[config.mk]
export PLATFORM = sky130hd
export DESIGN_NAME = adc_capture_top
export DESIGN_NICKNAME = d
export VERILOG_FILES = /design/src/design/adc_if_pkg.sv /design/src/design/adc_cnv_timer.sv /design/src/design/adc_lane_deser.sv /design/src/design/adc_ctrl_regs.sv /design/src/design/adc_capture_top.sv
export SDC_FILE = /design/constraint.sdc
export NUM_CORES = 1
export LEC_CHECK = 0
export CAP_MARGIN = 20
export CORE_UTILIZATION = 29
export DETAILED_ROUTE_END_ITERATION = 10
export DONT_BUFFER_PORTS = 1
export PLACE_DENSITY = 0.49
export SLEW_MARGIN = 20
export SYNTH_ARGS = -nofsm -noshare
export SYNTH_HDL_FRONTEND = slang
export SYNTH_HIERARCHICAL = 1
export SYNTH_SLANG_ARGS = --single-unit
[constraint.sdc]
create_clock -name s_axi_aclk -period 4.4 [get_ports s_axi_aclk]
set_input_delay 1.32 -clock s_axi_aclk [delete_from_list [all_inputs] [get_ports s_axi_aclk]]
set_output_delay 1.32 -clock s_axi_aclk [all_outputs]
set_load 0.03 [all_outputs]
[src/design/adc_if_pkg.sv]
/*
 * register map, bus widths and conversion timing constants
 * shared by the ADC capture core
 */

package adc_if_pkg;

  // register port widths
  localparam int reg_addr_width = 4;
  localparam int reg_data_width = 32;

  // ------------------------------
  // register map
  // ------------------------------
  // bit 0 enables periodic conversion
  localparam logic [reg_addr_width-1:0] addr_control = 4'h0;
  // conversion period in clock cycles
  localparam logic [reg_addr_width-1:0] addr_period  = 4'h4;
  // bit 0 sticky overflow, write 1 to clear
  localparam logic [reg_addr_width-1:0] addr_status  = 4'h8;
  // read-only count of delivered samples
  localparam logic [reg_addr_width-1:0] addr_count   = 4'hc;

  // ------------------------------
  // conversion timing
  // ------------------------------
  // cycles from cnv to the first gated edge
  localparam int conv_cycles      = 6;
  // period register value after reset
  localparam int default_period   = 32;
  // extra idle cycles kept after the gate window
  localparam int min_period_slack = 4;

endpackage

[src/design/adc_cnv_timer.sv]
/*
 * conversion timer: period counter with cnv strobe
 * and the clock gate window for the serial data lanes
 */

`timescale 1ns/100ps

module adc_cnv_timer
  import adc_if_pkg::*;
#(
  parameter int resolution = 18,
  parameter int two_lanes  = 1
) (
  input  logic        s_axi_aclk,
  input  logic        reset,
  input  logic        enable,
  input  logic [31:0] period,
  output logic        cnv,
  output logic        clk_gate
);

  // gated edges per sample on each lane
  localparam int bits_per_lane = (two_lanes != 0) ? (resolution + 1) / 2 : resolution;
  // shortest period that still fits conversion, readout and slack
  localparam int min_period = conv_cycles + bits_per_lane + min_period_slack;
  localparam int gate_w = $clog2(bits_per_lane);

  localparam logic [31:0] min_period_w    = 32'(min_period);
  // gate opens at the edge closing this cycle
  localparam logic [31:0] gate_open_cycle = 32'(conv_cycles - 1);

  logic [31:0]       eff_period;
  logic [31:0]       cycle_cnt;
  logic              active;
  logic              period_end;
  logic              start;
  logic [gate_w-1:0] gate_left;

  // ------------------------------
  // period counter
  // ------------------------------

  // clamp the programmed period to the minimum
  assign eff_period = (period > min_period_w) ? period : min_period_w;

  // >= so that a period lowered mid-run still ends the current one
  assign period_end = active && (cycle_cnt >= eff_period - 32'd1);

  // a new conversion only starts from idle or at a period boundary
  assign start = enable && (!active || period_end);

  always_ff @(posedge s_axi_aclk) begin
    if (reset) begin
      active    <= 1'b0;
      cycle_cnt <= '0;
      cnv       <= 1'b0;
    end else begin
      // cnv is high in cycle 0 of each period
      cnv <= start;
      if (start) begin
        active    <= 1'b1;
        cycle_cnt <= '0;
      end else if (period_end) begin
        // enable dropped, the running period has now finished
        active    <= 1'b0;
        cycle_cnt <= '0;
      end else if (active) begin
        cycle_cnt <= cycle_cnt + 32'd1;
      end
    end
  end

  // ------------------------------
  // gate window
  // ------------------------------

  // high from cycle conv_cycles for exactly bits_per_lane cycles
  always_ff @(posedge s_axi_aclk) begin
    if (reset) begin
      clk_gate  <= 1'b0;
      gate_left <= '0;
    end else if (active && (cycle_cnt == gate_open_cycle)) begin
      clk_gate  <= 1'b1;
      gate_left <= gate_w'(bits_per_lane - 1);
    end else if (clk_gate) begin
      if (gate_left == '0) begin
        clk_gate <= 1'b0;
      end else begin
        gate_left <= gate_left - 1'b1;
      end
    end
  end

endmodule

[src/design/adc_lane_deser.sv]
/*
 * lane deserializer: shifts one or two serial lanes in MSB first
 * and presents each finished sample with a one-cycle valid
 */

`timescale 1ns/100ps

module adc_lane_deser #(
  parameter int resolution = 18,
  parameter int two_lanes  = 1
) (
  input  logic                  s_axi_aclk,
  input  logic                  reset,
  input  logic                  clk_gate,
  input  logic                  da,
  input  logic                  db,
  output logic [resolution-1:0] adc_data,
  output logic                  adc_valid
);

  // gated edges per sample, 9 for 18 bits over two lanes
  localparam int bits_per_lane = (two_lanes != 0) ? (resolution + 1) / 2 : resolution;
  localparam int bit_w = $clog2(bits_per_lane);

  logic [resolution-1:0] shift_q;
  logic [resolution-1:0] shift_next;
  logic [bit_w-1:0]      bit_cnt;
  logic                  last_edge;

  // ------------------------------
  // lane packing
  // ------------------------------

  generate
    if (two_lanes != 0) begin : g_two_lanes
      // da holds the higher bit of each pair
      assign shift_next = {shift_q[resolution-3:0], da, db};
    end else begin : g_one_lane
      assign shift_next = {shift_q[resolution-2:0], da};
    end
  endgenerate

  // final gated edge of the window completes the sample
  assign last_edge = clk_gate && (bit_cnt == bit_w'(bits_per_lane - 1));

  // ------------------------------
  // sample assembly
  // ------------------------------

  // sample shift register and captured output word
  always_ff @(posedge s_axi_aclk) begin
    if (clk_gate) begin
      shift_q <= shift_next;
    end
    // take the word including the bits of the last edge
    if (last_edge) begin
      adc_data <= shift_next;
    end
  end

  // edge counter and valid strobe
  always_ff @(posedge s_axi_aclk) begin
    if (reset) begin
      bit_cnt   <= '0;
      adc_valid <= 1'b0;
    end else begin
      // valid lands in the cycle after the last gated edge
      adc_valid <= last_edge;
      if (last_edge) begin
        bit_cnt <= '0;
      end else if (clk_gate) begin
        bit_cnt <= bit_cnt + 1'b1;
      end
    end
  end

endmodule

[src/design/adc_ctrl_regs.sv]
/*
 * control register bank: enable, period, sticky overflow status
 * and delivered sample counter, with registered read data
 */

`timescale 1ns/100ps

module adc_ctrl_regs
  import adc_if_pkg::*;
(
  input  logic                      s_axi_aclk,
  input  logic                      reset,
  input  logic                      wr_en,
  input  logic                      rd_en,
  input  logic [reg_addr_width-1:0] reg_addr,
  input  logic [reg_data_width-1:0] wr_data,
  output logic [reg_data_width-1:0] rd_data,
  output logic                      rd_valid,
  input  logic                      adc_valid,
  input  logic                      adc_dovf,
  output logic                      enable,
  output logic [reg_data_width-1:0] period
);

  logic                      overflow;
  logic [reg_data_width-1:0] sample_count;
  logic                      wr_control;
  logic                      wr_period;
  logic                      wr_status;
  logic [reg_data_width-1:0] rd_mux;

  // ------------------------------
  // write decode
  // ------------------------------

  assign wr_control = wr_en && (reg_addr == addr_control);
  assign wr_period  = wr_en && (reg_addr == addr_period);
  // count is read-only, writes to it are dropped
  assign wr_status  = wr_en && (reg_addr == addr_status);

  always_ff @(posedge s_axi_aclk) begin
    if (reset) begin
      enable       <= 1'b0;
      period       <= reg_data_width'(default_period);
      overflow     <= 1'b0;
      sample_count <= '0;
    end else begin
      if (wr_control) begin
        enable <= wr_data[0];
      end
      if (wr_period) begin
        period <= wr_data;
      end
      // a new overflow wins over a clear in the same cycle
      if (adc_dovf) begin
        overflow <= 1'b1;
      end else if (wr_status && wr_data[0]) begin
        overflow <= 1'b0;
      end
      // one count per delivered sample
      if (adc_valid) begin
        sample_count <= sample_count + 1'b1;
      end
    end
  end

  // ------------------------------
  // read path
  // ------------------------------

  always_comb begin
    case (reg_addr)
      addr_control: rd_mux = {{(reg_data_width-1){1'b0}}, enable};
      addr_period:  rd_mux = period;
      addr_status:  rd_mux = {{(reg_data_width-1){1'b0}}, overflow};
      addr_count:   rd_mux = sample_count;
      // unmapped addresses read as zero
      default:      rd_mux = '0;
    endcase
  end

  // data one cycle after rd_en, held until the next read
  always_ff @(posedge s_axi_aclk) begin
    if (rd_en) begin
      rd_data <= rd_mux;
    end
  end

  always_ff @(posedge s_axi_aclk) begin
    if (reset) begin
      rd_valid <= 1'b0;
    end else begin
      rd_valid <= rd_en;
    end
  end

endmodule

[src/design/adc_capture_top.sv]
/*
 * ADC capture core top level: conversion timer,
 * lane deserializer and control register bank
 */

`timescale 1ns/100ps

module adc_capture_top
  import adc_if_pkg::*;
#(
  parameter int resolution = 18,
  parameter int two_lanes  = 1
) (
  input  logic                      s_axi_aclk,
  input  logic                      reset,
  // register port
  input  logic                      wr_en,
  input  logic                      rd_en,
  input  logic [reg_addr_width-1:0] reg_addr,
  input  logic [reg_data_width-1:0] wr_data,
  output logic [reg_data_width-1:0] rd_data,
  output logic                      rd_valid,
  // serial lanes from the converter
  input  logic                      da,
  input  logic                      db,
  // downstream overflow strobe
  input  logic                      adc_dovf,
  // converter control
  output logic                      cnv,
  output logic                      clk_gate,
  // sample stream
  output logic [resolution-1:0]     adc_data,
  output logic                      adc_valid
);

  logic                      enable;
  logic [reg_data_width-1:0] period;

  // cnv strobe and gate window
  adc_cnv_timer #(
    .resolution (resolution),
    .two_lanes  (two_lanes)
  ) i_timer (
    .s_axi_aclk (s_axi_aclk),
    .reset      (reset),
    .enable     (enable),
    .period     (period),
    .cnv        (cnv),
    .clk_gate   (clk_gate)
  );

  // lane shift-in and sample output
  adc_lane_deser #(
    .resolution (resolution),
    .two_lanes  (two_lanes)
  ) i_deser (
    .s_axi_aclk (s_axi_aclk),
    .reset      (reset),
    .clk_gate   (clk_gate),
    .da         (da),
    .db         (db),
    .adc_data   (adc_data),
    .adc_valid  (adc_valid)
  );

  // control and status registers
  adc_ctrl_regs i_regs (
    .s_axi_aclk (s_axi_aclk),
    .reset      (reset),
    .wr_en      (wr_en),
    .rd_en      (rd_en),
    .reg_addr   (reg_addr),
    .wr_data    (wr_data),
    .rd_data    (rd_data),
    .rd_valid   (rd_valid),
    .adc_valid  (adc_valid),
    .adc_dovf   (adc_dovf),
    .enable     (enable),
    .period     (period)
  );

endmodule

==> flow_summary.ini <==
[sta]
setup_tns_ps = 0
tightest_slew_ps = 733
rsz0062_at_grt = no
clock_skew_ps = 10.7
relSlewSlack_pct = 51.1
post-route-period-util_pct = 90.6
drv_slew = 0
finalHoldViolations = 0
max_freq_ghz = 0.251
min_period_ps = 3990
final-setup-viol-count = 0

[die]
fp.dieArea_um2 = 30000
die_h_um = 173
io_pins = 97
die_w_um = 173
start_util_pct = 29.5
core_area_um2 = 28800
rows = 62

[power_and_ir_drop]
power-per-cell-area_nw_per_um2 = 353
p_leak_nw = 3.29
ir_worst_vdd_mv = 0.229

[routing]
first_iter_violations = 395
postRouteAntennaNets = 0
drtPass1Iterations = 5
wire_per_inst_um = 17.3
routed_wl_um = 21600
via_count = 6160
vias_per_cell = 4.95
drc = 0

[yosys]
syn_area_um2 = 8490
synth_enable_flop_cells = 66
syn_area_per_cell_um2 = 9.99
synthCells = 850
yosysSeqAreaShare_pct = 49.5
ys.flop_type = dfxtp_1
yosysWarnings = 6
syn_nets = 932
synth_cell_type_count = 62
synth_seq_cells = 177
ys_async_sr_fraction_pct = 0

[clocking]
cts_inserted_buffers = 17
ctsResizeCount = 0
post-cts-setup-buffers = 0
path_clk_slew_ps = 80
clkSinkCount = 177
ctsHoldBuffers = 0
cts_max_level = 4
clockRootBuffer = clkbuf_16
clk_path_buf_depth = 2
cts_tree = done
clk_latency_ps = 420

[layout]
final_common_cell = nand2_1
finish.utilization_pct = 32.9
stdcell_count = 1244
final_cell_mix = nand2_1, dfxtp_1, nor2_1, a21oi_1, edfxtp_1
syn_to_final_growth_pct = 11.7
layout-drive-gt1-share_pct = 9.55
nNetsFinal = 928

[place]
dpl.cell_count = 1211
io_buffers = 0
place_congestion = 0.813
dp_hpwl_um = 15300

[run_status]
status = finished clean

[global_routing]
grt_pass1_wl_um = 34100
use_met1_pct = 20.0
grt-ovfl-total = 0
grt.total_usage_pct = 14.6
gr-usage-met2_pct = 23.6
gr-max-usage-layer = met2
grt_util_met3_pct = 3.12
grt_max_degree = 77
antenna_found_initial = 1
grt_pass1_vias = 5982

[critical_path]
reg2reg_depth = 16
end_kind = flip-flop
reg2reg_to = i_timer/cycle_cnt[1]$_SDFFE_PP0P_
criticalPathCategory = flip-flop to flip-flop
r2r_setup_slack_ps = 410
required_ps = 4690
cp.arrival_ps = 4280
critPathMaxFanout = 32
timing.rr.start = i_regs/period[24]$_SDFFE_PP0P_
start_kind = flip-flop

[run]
drv_cap = 0

[min_path]
hold_depth = 0
hold_class = flip-flop to flip-flop
worstHoldStart = i_deser/shift_q[14]$_DFFE_PP_
min_to = i_deser/adc_data[16]$_DFFE_PP_
## sequential cells by signal, summed over array words and instances, names as in the netlist
signal,flops
i_regs/period,32
i_deser/shift_q,16
i_regs/enable,1
i_deser/bit_cnt,4
i_timer/cycle_cnt,32
i_regs/sample_count,32
i_timer/active,1
i_deser/adc_valid,1
i_timer/cnv,1
i_deser/adc_data,18
i_regs/rd_data,32
i_regs/overflow,1
i_regs/rd_valid,1
i_timer/clk_gate,1
i_timer/gate_left,4
## synthesized netlist by cell type, drive strengths merged (2+ instances only)
master / number / area [um2]
o221ai: 2 / 17.5
nand2: 117 / 447
or3: 8 / 50.1
or2: 2 / 15.0
nand3b: 3 / 22.5
nor4b: 2 / 17.5
or4: 14 / 109
nor3: 19 / 95.1
and2: 5 / 31.3
nor2b: 6 / 37.5
a211o: 2 / 17.5
o31ai: 12 / 104
and3: 15 / 98.8
ha: 39 / 488
nand4: 28 / 196
a22o: 31 / 272
mux2i: 3 / 30.0
nor4: 22 / 196
inv: 17 / 63.8
a21oi: 70 / 350
xor2: 39 / 342
buf: 15 / 121
dfxtp: 111 / 2220
nand3: 20 / 125
and4: 4 / 35.0
xnor2: 34 / 298
nor2: 86 / 362
mux2: 2 / 22.5
o21ai: 16 / 80.1
edfxtp: 66 / 1980
a211oi: 2 / 15.0
nand2b: 3 / 21.3
clkbuf: 23 / 86.3
## worst max-delay path: stages (launching register included)
cell and delay (ps):
dfxtp_1 400, nor4_2 360, and4bb_1 330, and4_1 280, nor2_1 70, ha_1 260
nand2_1 210, nor3_1 90, xnor2_1 170, ha_1 290, nand2_1 50, or3_1 300
o221ai_1 260, a21oi_1 170, o31ai_4 280, buf_12 230, a211oi_1 70
## stage by stage
stage | power [mW] | instance area [um2] | hold slack, ps | setup WS, ps
after CTS | 3.40 | 9480 | 426 | 376
after global placement | 1.88 | 8890 | 402 | 487
after floorplan | 1.86 | 8490 | 400 | 810
after detailed placement | 1.88 | 8890 | 406 | 392
final | 3.35 | 9480 | 423 | 413
after global routing | 3.48 | 9480 | 431 | 129
## report_power, final
part	internal, mW	total [mW]	leakage (nW)	switching, mW
sequential	1.71	1.74	1.53	0.0357
clock	0.762	1.51	0.279	0.747
combinational	0.0378	0.101	1.48	0.0628
total	2.51	3.35	3.29	0.846
## how the worst max path moves through the flow
| stage | start | to | slack, ps | cells after the start |
|---|---|---|---|---|
| 6_report | i_regs/period[24]$_SDFFE_PP0P_ | i_timer/cycle_cnt[1]$_SDFFE_PP0P_ | 410 | 16 |
| 5_1_grt | i_regs/period[23]$_SDFFE_PP0P_ | i_timer/cycle_cnt[1]$_SDFFE_PP0P_ | 130 | 16 |
| 4_1_cts | i_regs/period[24]$_SDFFE_PP0P_ | i_timer/cycle_cnt[1]$_SDFFE_PP0P_ | 380 | 16 |
| 3_5_place_dp | i_regs/period[24]$_SDFFE_PP0P_ | i_timer/cycle_cnt[1]$_SDFFE_PP0P_ | 390 | 16 |
| 3_3_place_gp | i_regs/period[20]$_SDFFE_PP0P_ | i_timer/cycle_cnt[1]$_SDFFE_PP0P_ | 490 | 16 |
| 2_1_floorplan | i_regs/period[16]$_SDFFE_PP0P_ | i_timer/cycle_cnt[0]$_SDFFE_PP0P_ | 810 | 16 |
## layer usage
metal / vias to the layer above / share of wire, %
met5: - / 0
met4: 0 / 0.57
met3: 7 / 3.7
met2: 104 / 48
met1: 2995 / 48
li1: 3054 / -
## cell type report
cell class	count	area, um2
fill	2911	19300
inverter	17	63.8
sequential	177	4200
tap	384	480
timing repair buffer	15	125
multi-input combinational	618	4020
clock inverter	15	160
clock buffer	17	425
antenna	1	2.50
## logic make-up after synthesis
kind of cell	synth area share, %
xor+xnor	7.53
mux	0.884
compound gates	10.6
flops	49.5
fa+ha+maj	5.75
simple gates	22.5
buf+inv	3.20
Power figures use the tool's default switching activity.
